[src/logic/rv_isa_pkg.sv]
package rv_isa_pkg;

  // data and address width
  localparam int xlen = 32;
  // register index width
  localparam int reg_addr_w = 5;

  typedef logic [xlen-1:0] word_t;
  typedef logic [reg_addr_w-1:0] reg_addr_t;
  typedef logic [6:0] opcode_t;

  // base opcodes, rv32i
  localparam opcode_t op_load    = 7'b00_000_11;
  localparam opcode_t op_store   = 7'b01_000_11;
  localparam opcode_t op_branch  = 7'b11_000_11;
  localparam opcode_t op_jalr    = 7'b11_001_11;
  localparam opcode_t op_jal     = 7'b11_011_11;
  localparam opcode_t op_reg_imm = 7'b00_100_11;
  localparam opcode_t op_reg_reg = 7'b01_100_11;
  localparam opcode_t op_auipc   = 7'b00_101_11;
  localparam opcode_t op_lui     = 7'b01_101_11;
  localparam opcode_t op_system  = 7'b11_100_11;

  // sub and sra/srai marker in funct7
  localparam logic [6:0] funct7_alt = 7'b010_0000;

  // ecall has every field zero except the opcode
  localparam word_t insn_ecall = {25'd0, op_system};

  // bubble slot
  localparam word_t insn_nop = '0;

  // opcodes that produce a value for rd
  function automatic logic writes_rd(opcode_t op);
    return op inside {op_lui, op_auipc, op_reg_imm, op_reg_reg, op_jal, op_jalr, op_load};
  endfunction

endpackage

[src/logic/rv_pipe_pkg.sv]
package rv_pipe_pkg;

  import rv_isa_pkg::*;

  // what occupies writeback in a given cycle, one-hot
  typedef enum logic [3:0] {
    cycle_reset        = 4'd1,
    cycle_no_stall     = 4'd2,
    cycle_taken_branch = 4'd4,
    cycle_load2use     = 4'd8
  } cycle_status_e;

  typedef struct packed {
    word_t         pc;
    word_t         insn;
    cycle_status_e status;
  } fd_t;

  typedef struct packed {
    word_t         pc;
    word_t         insn;
    word_t         rs1_data;
    word_t         rs2_data;
    cycle_status_e status;
  } dx_t;

  typedef struct packed {
    word_t         pc;
    word_t         insn;
    // alu result, link address or memory address
    word_t         result;
    word_t         store_data;
    cycle_status_e status;
  } xm_t;

  // register write port, also the source for wd, wx and wm bypass
  typedef struct packed {
    logic      we;
    reg_addr_t rd;
    word_t     data;
  } wb_t;

  typedef struct packed {
    logic  taken;
    word_t target;
  } redirect_t;

  typedef struct packed {
    word_t         pc;
    word_t         insn;
    cycle_status_e status;
  } trace_t;

endpackage

[src/logic/decode_stage.sv]
`timescale 1ns/10ps

module decode_stage (
  input  logic                   clk,
  input  logic                   rst,
  input  rv_pipe_pkg::fd_t       fd,
  input  rv_pipe_pkg::redirect_t redirect,
  input  rv_pipe_pkg::wb_t       wb,
  output logic                   stall,
  output rv_pipe_pkg::dx_t       dx
);
  import rv_isa_pkg::*;
  import rv_pipe_pkg::*;

  opcode_t   opcode;
  reg_addr_t rs1;
  reg_addr_t rs2;
  word_t     rs1_data;
  word_t     rs2_data;
  logic      uses_rs1;
  logic      uses_rs2;
  reg_addr_t dx_rd;
  logic      dx_is_load;

  function automatic dx_t dx_bubble(cycle_status_e s);
    return '{pc: '0, insn: insn_nop, rs1_data: '0, rs2_data: '0, status: s};
  endfunction

  assign opcode = fd.insn[6:0];
  assign rs1    = fd.insn[19:15];
  assign rs2    = fd.insn[24:20];

  reg_file reg_file_i (
    .clk      (clk),
    .rst      (rst),
    .wb       (wb),
    .rs1      (rs1),
    .rs2      (rs2),
    .rs1_data (rs1_data),
    .rs2_data (rs2_data)
  );

  // only real source operands may cause a stall
  assign uses_rs1 = opcode inside {op_reg_imm, op_reg_reg, op_branch, op_load, op_store, op_jalr};
  assign uses_rs2 = opcode inside {op_reg_reg, op_branch, op_store};

  // load in execute feeding this instruction
  assign dx_rd      = dx.insn[11:7];
  assign dx_is_load = dx.insn[6:0] == op_load;
  assign stall = dx_is_load && dx_rd != '0 &&
                 ((uses_rs1 && rs1 == dx_rd) || (uses_rs2 && rs2 == dx_rd));

  always_ff @(posedge clk) begin
    if (rst) begin
      dx <= dx_bubble(cycle_reset);
    end else if (redirect.taken) begin
      dx <= dx_bubble(cycle_taken_branch);
    end else if (stall) begin
      dx <= dx_bubble(cycle_load2use);
    end else begin
      dx <= '{pc: fd.pc, insn: fd.insn, rs1_data: rs1_data, rs2_data: rs2_data,
              status: fd.status};
    end
  end

  // a load and a jump cannot both sit in execute
  stall_vs_redirect: assert property (@(posedge clk) disable iff (rst)
    !(stall && redirect.taken));

endmodule

[src/logic/execute_stage.sv]
`timescale 1ns/10ps

module execute_stage (
  input  logic                    clk,
  input  logic                    rst,
  input  rv_pipe_pkg::dx_t        dx,
  input  rv_pipe_pkg::wb_t        wb,
  output rv_pipe_pkg::redirect_t  redirect,
  output rv_pipe_pkg::xm_t        xm
);
  import rv_isa_pkg::*;
  import rv_pipe_pkg::*;

  opcode_t    opcode;
  logic [2:0] funct3;
  logic       alt;
  reg_addr_t  rs1;
  reg_addr_t  rs2;
  reg_addr_t  xm_rd;
  logic       mx_ok;
  word_t      op_a;
  word_t      op_b_reg;
  word_t      op_b;
  logic [4:0] shamt;
  word_t      imm_i;
  word_t      imm_s;
  word_t      imm_b;
  word_t      imm_u;
  word_t      imm_j;
  word_t      alu;
  logic       branch_cond;
  word_t      result;
  logic       take;
  word_t      target;

  // mx first, then wx, then the value read in decode
  function automatic word_t forward(reg_addr_t rs, word_t from_dx, logic mx_valid,
                                    reg_addr_t mx_rd, word_t mx_data, wb_t w);
    if (mx_valid && mx_rd == rs) begin
      return mx_data;
    end else if (w.we && w.rd == rs) begin
      return w.data;
    end
    return from_dx;
  endfunction

  assign opcode = dx.insn[6:0];
  assign funct3 = dx.insn[14:12];
  assign alt    = dx.insn[31:25] == funct7_alt;
  assign rs1    = dx.insn[19:15];
  assign rs2    = dx.insn[24:20];

  // a load in memory only has its address here, so it never feeds mx
  assign xm_rd = xm.insn[11:7];
  assign mx_ok = writes_rd(xm.insn[6:0]) && xm.insn[6:0] != op_load && xm_rd != '0;

  assign op_a     = forward(rs1, dx.rs1_data, mx_ok, xm_rd, xm.result, wb);
  assign op_b_reg = forward(rs2, dx.rs2_data, mx_ok, xm_rd, xm.result, wb);

  assign imm_i = {{20{dx.insn[31]}}, dx.insn[31:20]};
  assign imm_s = {{20{dx.insn[31]}}, dx.insn[31:25], dx.insn[11:7]};
  assign imm_b = {{20{dx.insn[31]}}, dx.insn[7], dx.insn[30:25], dx.insn[11:8], 1'b0};
  assign imm_u = {dx.insn[31:12], 12'd0};
  assign imm_j = {{12{dx.insn[31]}}, dx.insn[19:12], dx.insn[20], dx.insn[30:21], 1'b0};

  assign op_b  = (opcode == op_reg_reg) ? op_b_reg : imm_i;
  assign shamt = op_b[4:0];

  always_comb begin
    case (funct3)
      3'b000: alu = (opcode == op_reg_reg && alt) ? op_a - op_b : op_a + op_b;
      3'b001: alu = op_a << shamt;
      3'b010: alu = {31'd0, $signed(op_a) < $signed(op_b)};
      3'b011: alu = {31'd0, op_a < op_b};
      3'b100: alu = op_a ^ op_b;
      3'b101: alu = alt ? word_t'($signed(op_a) >>> shamt) : op_a >> shamt;
      3'b110: alu = op_a | op_b;
      default: alu = op_a & op_b;
    endcase
  end

  // branches always compare the two registers
  always_comb begin
    case (funct3)
      3'b000: branch_cond = op_a == op_b_reg;
      3'b001: branch_cond = op_a != op_b_reg;
      3'b100: branch_cond = $signed(op_a) < $signed(op_b_reg);
      3'b101: branch_cond = $signed(op_a) >= $signed(op_b_reg);
      3'b110: branch_cond = op_a < op_b_reg;
      3'b111: branch_cond = op_a >= op_b_reg;
      default: branch_cond = 1'b0;
    endcase
  end

  always_comb begin
    result = alu;
    take   = 1'b0;
    target = dx.pc + imm_b;
    case (opcode)
      op_lui:    result = imm_u;
      op_auipc:  result = dx.pc + imm_u;
      op_jal: begin
        result = dx.pc + 32'd4;
        take   = 1'b1;
        target = dx.pc + imm_j;
      end
      op_jalr: begin
        result = dx.pc + 32'd4;
        take   = 1'b1;
        target = (op_a + imm_i) & ~32'd1;
      end
      op_branch: take   = branch_cond;
      op_load:   result = op_a + imm_i;
      op_store:  result = op_a + imm_s;
      default: begin
      end
    endcase
  end

  assign redirect = '{taken: take, target: target};

  always_ff @(posedge clk) begin
    if (rst) begin
      xm <= '{pc: '0, insn: insn_nop, result: '0, store_data: '0, status: cycle_reset};
    end else begin
      xm <= '{pc: dx.pc, insn: dx.insn, result: result, store_data: op_b_reg,
              status: dx.status};
    end
  end

endmodule

[src/logic/fetch_unit.sv]
`timescale 1ns/10ps

module fetch_unit (
  input  logic                   clk,
  input  logic                   rst,
  input  logic                   stall,
  input  rv_pipe_pkg::redirect_t redirect,
  input  rv_isa_pkg::word_t      imem_data,
  output rv_isa_pkg::word_t      imem_addr,
  output rv_pipe_pkg::fd_t       fd
);
  import rv_isa_pkg::*;
  import rv_pipe_pkg::*;

  word_t pc;

  assign imem_addr = pc;

  always_ff @(posedge clk) begin
    if (rst) begin
      pc <= '0;
      fd <= '{pc: '0, insn: insn_nop, status: cycle_reset};
    end else if (redirect.taken) begin
      // the word fetched this cycle is on the wrong path
      pc <= redirect.target;
      fd <= '{pc: '0, insn: insn_nop, status: cycle_taken_branch};
    end else if (!stall) begin
      pc <= pc + 32'd4;
      fd <= '{pc: pc, insn: imem_data, status: cycle_no_stall};
    end
  end

  // targets from execute must keep the pc on a word boundary
  pc_aligned: assert property (@(posedge clk) disable iff (rst) pc[1:0] == 2'b00);

endmodule

[src/logic/reg_file.sv]
`timescale 1ns/10ps

module reg_file (
  input  logic                  clk,
  input  logic                  rst,
  input  rv_pipe_pkg::wb_t      wb,
  input  rv_isa_pkg::reg_addr_t rs1,
  input  rv_isa_pkg::reg_addr_t rs2,
  output rv_isa_pkg::word_t     rs1_data,
  output rv_isa_pkg::word_t     rs2_data
);
  import rv_isa_pkg::*;
  import rv_pipe_pkg::*;

  // x1..x31, x0 has no storage
  word_t regs [1:31];

  // x0 reads zero, a same-cycle write is seen by the reader
  function automatic word_t read_port(reg_addr_t a, word_t stored, wb_t w);
    if (a == '0) begin
      return '0;
    end else if (w.we && w.rd == a) begin
      return w.data;
    end
    return stored;
  endfunction

  always_ff @(posedge clk) begin
    if (rst) begin
      for (int i = 1; i < 32; i++) begin
        regs[i] <= '0;
      end
    end else if (wb.we) begin
      regs[wb.rd] <= wb.data;
    end
  end

  assign rs1_data = read_port(rs1, regs[rs1], wb);
  assign rs2_data = read_port(rs2, regs[rs2], wb);

  // writeback must already have dropped writes to x0
  no_x0_write: assert property (@(posedge clk) disable iff (rst) wb.we |-> wb.rd != '0);

endmodule

[src/logic/result_stage.sv]
`timescale 1ns/10ps

module result_stage (
  input  logic                clk,
  input  logic                rst,
  input  rv_pipe_pkg::xm_t    xm,
  input  rv_isa_pkg::word_t   dmem_rdata,
  output rv_isa_pkg::word_t   dmem_addr,
  output rv_isa_pkg::word_t   dmem_wdata,
  output logic [3:0]          dmem_we,
  output rv_pipe_pkg::wb_t    wb,
  output logic                halt,
  output rv_pipe_pkg::trace_t trace
);
  import rv_isa_pkg::*;
  import rv_pipe_pkg::*;

  opcode_t   opcode;
  reg_addr_t rd;
  reg_addr_t rs2;
  logic      wm_hit;
  logic      rd_we;
  word_t     rd_data;

  assign opcode = xm.insn[6:0];
  assign rd     = xm.insn[11:7];
  assign rs2    = xm.insn[24:20];

  // store data from the instruction now in writeback
  assign wm_hit = wb.we && wb.rd == rs2;

  assign dmem_addr  = xm.result;
  assign dmem_wdata = wm_hit ? wb.data : xm.store_data;
  // word stores only
  assign dmem_we    = (opcode == op_store) ? 4'b1111 : 4'b0000;

  assign rd_we   = writes_rd(opcode) && rd != '0;
  assign rd_data = (opcode == op_load) ? dmem_rdata : xm.result;

  always_ff @(posedge clk) begin
    if (rst) begin
      wb    <= '{we: 1'b0, rd: '0, data: '0};
      trace <= '{pc: '0, insn: insn_nop, status: cycle_reset};
    end else begin
      wb    <= '{we: rd_we, rd: rd, data: rd_data};
      trace <= '{pc: xm.pc, insn: xm.insn, status: xm.status};
    end
  end

  assign halt = trace.insn == insn_ecall;

  // store address comes from execute, must be word aligned
  store_aligned: assert property (@(posedge clk) disable iff (rst)
    dmem_we != 4'b0000 |-> dmem_addr[1:0] == 2'b00);

endmodule

[src/logic/rv_pipe.sv]
`timescale 1ns/10ps

module rv_pipe (
  input  logic                clk,
  input  logic                rst,
  input  rv_isa_pkg::word_t   imem_data,
  input  rv_isa_pkg::word_t   dmem_rdata,
  output rv_isa_pkg::word_t   imem_addr,
  output rv_isa_pkg::word_t   dmem_addr,
  output rv_isa_pkg::word_t   dmem_wdata,
  output logic [3:0]          dmem_we,
  output logic                halt,
  output rv_pipe_pkg::trace_t trace
);
  import rv_pipe_pkg::*;

  fd_t       fd;
  dx_t       dx;
  xm_t       xm;
  wb_t       wb;
  redirect_t redirect;
  logic      stall;

  fetch_unit fetch_unit_i (
    .clk       (clk),
    .rst       (rst),
    .stall     (stall),
    .redirect  (redirect),
    .imem_data (imem_data),
    .imem_addr (imem_addr),
    .fd        (fd)
  );

  decode_stage decode_stage_i (
    .clk      (clk),
    .rst      (rst),
    .fd       (fd),
    .redirect (redirect),
    .wb       (wb),
    .stall    (stall),
    .dx       (dx)
  );

  execute_stage execute_stage_i (
    .clk      (clk),
    .rst      (rst),
    .dx       (dx),
    .wb       (wb),
    .redirect (redirect),
    .xm       (xm)
  );

  // memory access and writeback
  result_stage result_stage_i (
    .clk        (clk),
    .rst        (rst),
    .xm         (xm),
    .dmem_rdata (dmem_rdata),
    .dmem_addr  (dmem_addr),
    .dmem_wdata (dmem_wdata),
    .dmem_we    (dmem_we),
    .wb         (wb),
    .halt       (halt),
    .trace      (trace)
  );

endmodule

[config.mk]
export PLATFORM = sky130hd
export DESIGN_NAME = rv_pipe
export DESIGN_NICKNAME = d
export VERILOG_FILES = /design/src/logic/rv_isa_pkg.sv /design/src/logic/rv_pipe_pkg.sv /design/src/logic/decode_stage.sv /design/src/logic/execute_stage.sv /design/src/logic/fetch_unit.sv /design/src/logic/reg_file.sv /design/src/logic/result_stage.sv /design/src/logic/rv_pipe.sv
export SDC_FILE = /design/constraint.sdc
export NUM_CORES = 2
export LEC_CHECK = 0
export BUFFER_PORTS_ARGS = -buffer_cell sky130_fd_sc_hd__buf_2
export CORE_MARGIN = 5
export CORE_UTILIZATION = 40
export CTS_BUF_LIST = sky130_fd_sc_hd__clkbuf_16
export DETAILED_ROUTE_END_ITERATION = 8
export PLACE_DENSITY = 0.52
export SETUP_SLACK_MARGIN = 0.1
export SYNTH_ARGS = -nofsm -noshare
export SYNTH_HDL_FRONTEND = slang
export SYNTH_SLANG_ARGS = --single-unit
[constraint.sdc]
create_clock -name clk -period 7.2 [get_ports clk]
set_clock_uncertainty 0.2 [all_clocks]
set_input_delay 0.72 -clock clk [delete_from_list [all_inputs] [get_ports clk]]
set_output_delay 0.72 -clock clk [all_outputs]
set_load 0.05 [all_outputs]
* Word level (Yosys, flattened, before mapping)
Memories as Yosys holds them, arrays and structs flattened. A register that Yosys moved wholly into a read port is not among the register bits.
Cells that the tools add are included.
** Word-level totals
- Memories :: 1
- Memory bits (writable) :: 992
- Input bits :: 66
- Register bits :: 469
- Word-level logic and storage cells :: 166
- Output and inout bits :: 169
** Operators by class
- Bitwise logic cells :: 3
- Muxes and demuxes :: 49
- Shift-type cells :: 3
- Reductions and logical operators :: 28
- Add/subtract/negate cells :: 9
- Eq/ne operators :: 44
- $lt $le $gt $ge :: 6
** Memories
- decode_stage_i.reg_file_i.regs :: words 31, width 32, read ports 2, clocked after Yosys merged registers in 2, write ports 31, RTL line reg_file.sv:16 : word_t regs [1:31];
** Operators by type and width (number)
- 2-to-1 mux 32 bit :: 20
- one-hot mux 32 bit (7 select lines) :: 1
- adder 32 bit :: 6
- one-hot mux 32 bit (5 select lines) :: 1
- less-than comparator 32 bit :: 4
- adder 32 x 3 -> 32 bit, second input constant :: 2
- greater-or-equal comparator 32 bit :: 2
- one-hot mux 32 bit (2 select lines) :: 1
- == test 7 x 6 -> 1 bit, second input constant :: 9
- == test 7 bit, second input constant :: 7
- == test 5 bit :: 9
- bitwise AND 32 bit :: 1
- == test 32 bit :: 1
- == test 32 x 7 -> 1 bit, second input constant :: 1
- != test 32 bit :: 1
- bitwise OR 32 bit :: 1
- OR reduction 32 bit :: 1
- left shift 32 x 5 -> 32 bit :: 1
- right shift 32 x 5 -> 32 bit :: 1
- >>> shifter 32 x 5 -> 32 bit :: 1
- subtractor 32 bit :: 1
- bitwise XOR 32 bit :: 1
- == test 7 x 5 -> 1 bit, second input constant :: 4
- 2-to-1 mux 5 bit :: 5
- other kinds (21) :: 60

* Depth between registers and ports, before layout
- Word-level depth :: 12
- Gate-level depth with buffers :: 23

* Modules after synthesis
Synthesis repeated with hierarchy kept, for this count alone.
** Second synthesis, totals
- Cell total of the unflattened synthesis :: 8132
- Area, all modules :: 90340.4 um^2
** By module, submodules not included
- reg_file :: area each 54916.4 um^2, cells each 3718, times used 1
- execute_stage :: area each 22391.5 um^2, cells each 3136, times used 1
- decode_stage :: area each 4616.9 um^2, cells each 468, times used 1
- fetch_unit :: area each 4372.9 um^2, cells each 458, times used 1
- result_stage :: area each 4042.6 um^2, cells each 352, times used 1

* Worst setup path after synthesis
OpenSTA, ideal clock, no wires.
- Path kind :: register -> register
- From :: register result_stage_i.trace[12] (netlist name)
- To :: register decode_stage_i.dx[10] (netlist name)
- Cell stages (with the launch flop) :: 23
- Required time :: 6.863 ns
- Setup time :: 0.137 ns
- Buffers on the path :: 5
- Data arrival time :: 5.154 ns
- Path slack :: 1.709 ns
- Path through :: dfxtp_1 -> buf_6 -> xor2_1 -> or4_1 -> buf_4 -> nor2_8 -> buf_12 -> mux2_1 -> mux2i_4 -> inv_1 -> ha_1 -> a21oi_1 -> o21ai_0 -> a22o_1 -> o41a_1 -> o311a_1 -> a211o_1 -> o31ai_1 -> nor3_1 -> clkbuf_1 -> o21ai_1 -> clkbuf_1 -> a211oi_1

* Final worst setup path
- From :: register decode_stage_i.dx[87] (netlist name)
- To :: register execute_stage_i.xm[65] (netlist name)
** On the way
- Longest elaborated chain between the ends :: 9
** Ends and longest elaborated chain
- == test 5 bit :: RTL line execute_stage.sv:41 : end else if (w.we && w.rd == rs) begin
- logical AND 1 bit :: RTL line execute_stage.sv:41
- 2-to-1 mux 1 bit :: RTL line execute_stage.sv:41
- 2-to-1 mux 1 bit :: RTL line execute_stage.sv:39 : if (mx_valid && mx_rd == rs) begin
- 2-to-1 mux 32 bit :: RTL line execute_stage.sv:44 : return from_dx;
- adder 32 bit, or another cell as far along :: RTL line execute_stage.sv:71 : 3'b000: alu = (opcode == op_reg_reg && alt) ? op_a - op_b : op_a + op_b;
- 2-to-1 mux 32 bit (on tied branches) :: RTL line execute_stage.sv:71, execute_stage.sv:76
- one-hot mux 32 bit (7 select lines) :: RTL line execute_stage.sv:70 : case (funct3)
- one-hot mux 32 bit (5 select lines) * :: RTL line execute_stage.sv:99 : case (opcode)
Mark *: on every way between the ends. The rest lies on a longest branch, timed or not.
A chain may end at the register's enable or synchronous reset.

==> impl_metrics.env <==
export IMPL_status="finished, final reports clean"
export IMPL_synth_top_cell_by_area="edfxtp_1"
export IMPL_die_y_um=479
export IMPL_io_pins=235
export IMPL_drt_iter0_drc=6955
export IMPL_synth_ff_type="edfxtp_1"
export IMPL_syn_area_per_cell_um2=11.8
export IMPL_grt_overflow=0
export IMPL_hold_ws_ns=0.0604
export IMPL_wire_per_inst_um=34.9
export IMPL_clk_latency_ns=0.86
export IMPL_cts_sinks=1498
export IMPL_synth_commonest_cells="1,075 x and2_1, 1,024 x edfxtp_1, 640 x mux4_2"
export IMPL_path_clk_slew_ns=0.06
export IMPL_power_total_w=0.0214
export IMPL_antenna_found_initial=20
export IMPL_drive_gt1_share_pct=21.3
export IMPL_grt_max_degree=128
export IMPL_drt_total_wl_um=366000
export IMPL_grt_pass1_wl_um=509000
export IMPL_antenna_left=0
export IMPL_ir_drop_uv=210
export IMPL_die_w_um=479
export IMPL_p_seq_share_pct=45.5
export IMPL_synthDominantCellAreaShare_pct=35.0
export IMPL_internal_power_w=0.0152
export IMPL_vias=65100
export IMPL_place_area_um2=92800
export IMPL_routabilityCongestion=1.02
export IMPL_hold_class="input pin to flop"
export IMPL_slew_headroom_pct=17.8
export IMPL_viasPerCell=6.20
export IMPL_synth_cell_types=108
export IMPL_final_hold_viol_count=0
export IMPL_drc_errors=0
export IMPL_fin_area_um2=98700
export IMPL_cts_root_buf="clkbuf_16"
export IMPL_netlist_top_cells_area="edfxtp_1 35%, mux4_2 16%, dfxtp_1 11%"
export IMPL_critPathLaunchType="flop"
export IMPL_firstDrtPassIters=6
export IMPL_dp_hpwl_um=248000
export IMPL_clockPowerShare_pct=39.7
export IMPL_tritoncts="done"
export IMPL_mappedNetlistArea_um2=87900
export IMPL_pwr_share_comb_pct=14.8
export IMPL_yosysWarningCount=0
export IMPL_dieArea_um2=229000
export IMPL_path_class="flop to flop"
export IMPL_coreArea_um2=219000
export IMPL_netSwitchingFraction_pct=28.9
export IMPL_drv_cap=0
export IMPL_initial_core_util_pct=40.1
export IMPL_rsz0062_at_grt="false"
export IMPL_area_delta_synth_final_pct=12.2
export IMPL_tightest_slew_ns=1.20
export IMPL_synthArstFlopShare_pct=0
export IMPL_worst_path_max_fanout=15
export IMPL_grt_usage_pct=31.2
export IMPL_port_buffers=234
export IMPL_arrival_ns=7.20
export IMPL_cts_max_level=4
export IMPL_finalSetupViolCount=0
export IMPL_fmax_mhz=149
export IMPL_clock_path_buffers=3
export IMPL_grt_pass1_vias=64400
export IMPL_min_period_over_period_pct=93.0
export IMPL_cts_buffers=173
export IMPL_synth_edf_count=1024
export IMPL_setup_tns_ns=0
export IMPL_report_final_slew_viol_count=0
export IMPL_fin_util_pct=45.0
export IMPL_synth_seq_cells=1498
export IMPL_final_nets=7757
export IMPL_synth_most_common_cell="and2_1"
export IMPL_switchingPower_w=0.00618
export IMPL_crit_path_end_kind="flop"
export IMPL_p_leak_nw=37.1
export IMPL_rows=172
export IMPL_yosysSeqAreaShare_pct=45.8
export IMPL_syn_inst=7442
export IMPL_cellPowerDensity_nw_per_um2=217
export IMPL_worstPathRequired_ns=7.70
export IMPL_syn_nets=7730
export IMPL_fin_crit_ns=6.70
-- registers in the layout (all words and copies together) (netlist names), named ones only --
signal,flops
decode_stage_i.reg_file_i.regs,1024
decode_stage_i.dx,132
execute_stage_i.xm,132
result_stage_i.trace,68
fetch_unit_i.fd,67
result_stage_i.wb,33
fetch_unit_i.imem_addr,32
-- logic make-up (layout without fill, tap and decap cells) --
group | Yosys count | count (layout) | share of synthesized area (%)
AND/OR/NAND/NOR | 2388 | 2388 | 14.8
flip-flops | 1498 | 1498 | 45.8
AO/OA/AOI/OAI | 1331 | 1331 | 10.1
multiplexers | 976 | 976 | 20.4
buffers and inverters | 853 | 1027 | 4.01
adder cells (fa/ha/maj) | 222 | 222 | 3.21
XOR/XNOR | 174 | 174 | 1.73
other | 0 | 6 | 0
-- power groups by stage --
stage	logic [W]	clock network, W	registers [W]
6_report	0.00316	0.00849	0.00972
5_1_grt	0.00328	0.00898	0.00975
4_1_cts	0.00310	0.00862	0.00972
3_5_place_dp	0.00307	0	0.00990
3_3_place_gp	0.00308	0	0.00989
2_1_floorplan	0.00191	0	0.00978
-- layout make-up --
type | instances | area [um2]
diodes | 6 | 15.0
clock buffers | 174 | 4350
clock inverters | 148 | 1080
fillers | 19900 | 121000
inverters | 151 | 574
multi-input cells | 5091 | 44900
flip-flops and latches | 1498 | 40300
well taps | 2871 | 3590
repair buffers | 554 | 3870
-- metal layers --
metal / up-vias / routed length, um / GRT usage, % / share of wire, %
met1: 33300 / 143000 / 39.8 / 39
met5: - / 33 / 0 / 0.0090
met2: 3180 / 174000 / 51.2 / 47
met4: 4 / 21700 / 15.5 / 5.9
met3: 787 / 28100 / 5.62 / 7.7
li1: 27800 / - / - / -
-- metrics by stage --
step                      setup WS, ns  cells
after detailed placement         0.389  10100
after CTS                        0.367  10500
final                            0.503  10500
after global placement           0.517  10100
after floorplan                   1.71   7442
after global routing             0.205  10500
-- path summary, 6_finish.rpt --
kind	startpoint	endpoint	slack [ns]	cells past startpoint
worst max register to register	decode_stage_i.dx[87]$_SDFF_PP0_	execute_stage_i.xm[65]$_SDFF_PP0_	0.50	20
worst max-delay path	decode_stage_i.dx[87]$_SDFF_PP0_	execute_stage_i.xm[65]$_SDFF_PP0_	0.50	20
worst min-delay path	imem_data[0]	fetch_unit_i.fd[4]$_SDFFE_PP0N_	0.06	3
worst min register to register	execute_stage_i.xm[130]$_SDFF_PP0_	result_stage_i.trace[66]$_SDFF_PP0_	0.20	1
-- worst max-delay path, cell delays in order, from the launching register on --
cell and delay, ns:
dfxtp_1 0.49, xor2_1 0.18, or4_1 0.71, nor2_8 0.38, mux2_2 0.40, mux2i_2 0.18
inv_1 0.15, ha_1 0.30, buf_4 0.18, nor4_1 0.47, nand2_1 0.17, a2111oi_1 0.61
nor3_1 0.22, o41ai_1 0.54, a21oi_1 0.18, o311ai_0 0.37, buf_4 0.22, a311oi_1 0.09
o21ai_0 0.18, mux2i_1 0.13, o31a_1 0.24
-- what timing repair did --
item,4_1_cts,5_1_grt
endpoints found under the hold margin,56,0
setup buffers,0,0
setup endpoints to repair,0,2
hold buffers,46,0
resized for setup,0,1
-- cells in the final DEF (no fill, tap or decap), types with 102 or more instances in the layout --
master,instances
mux4_2,640
nor2_1,411
buf_2,233
a21oi_1,313
clkbuf_16,174
inv_1,197
buf_4,260
xnor2_1,105
ha_1,216
edfxtp_1,1024
o21ai_0,266
nor2b_1,139
mux2i_1,265
nand2_1,313
nand3_1,102
and2_1,1075
a211oi_1,119
dfxtp_1,461
Power figures use the tool's default switching activity.
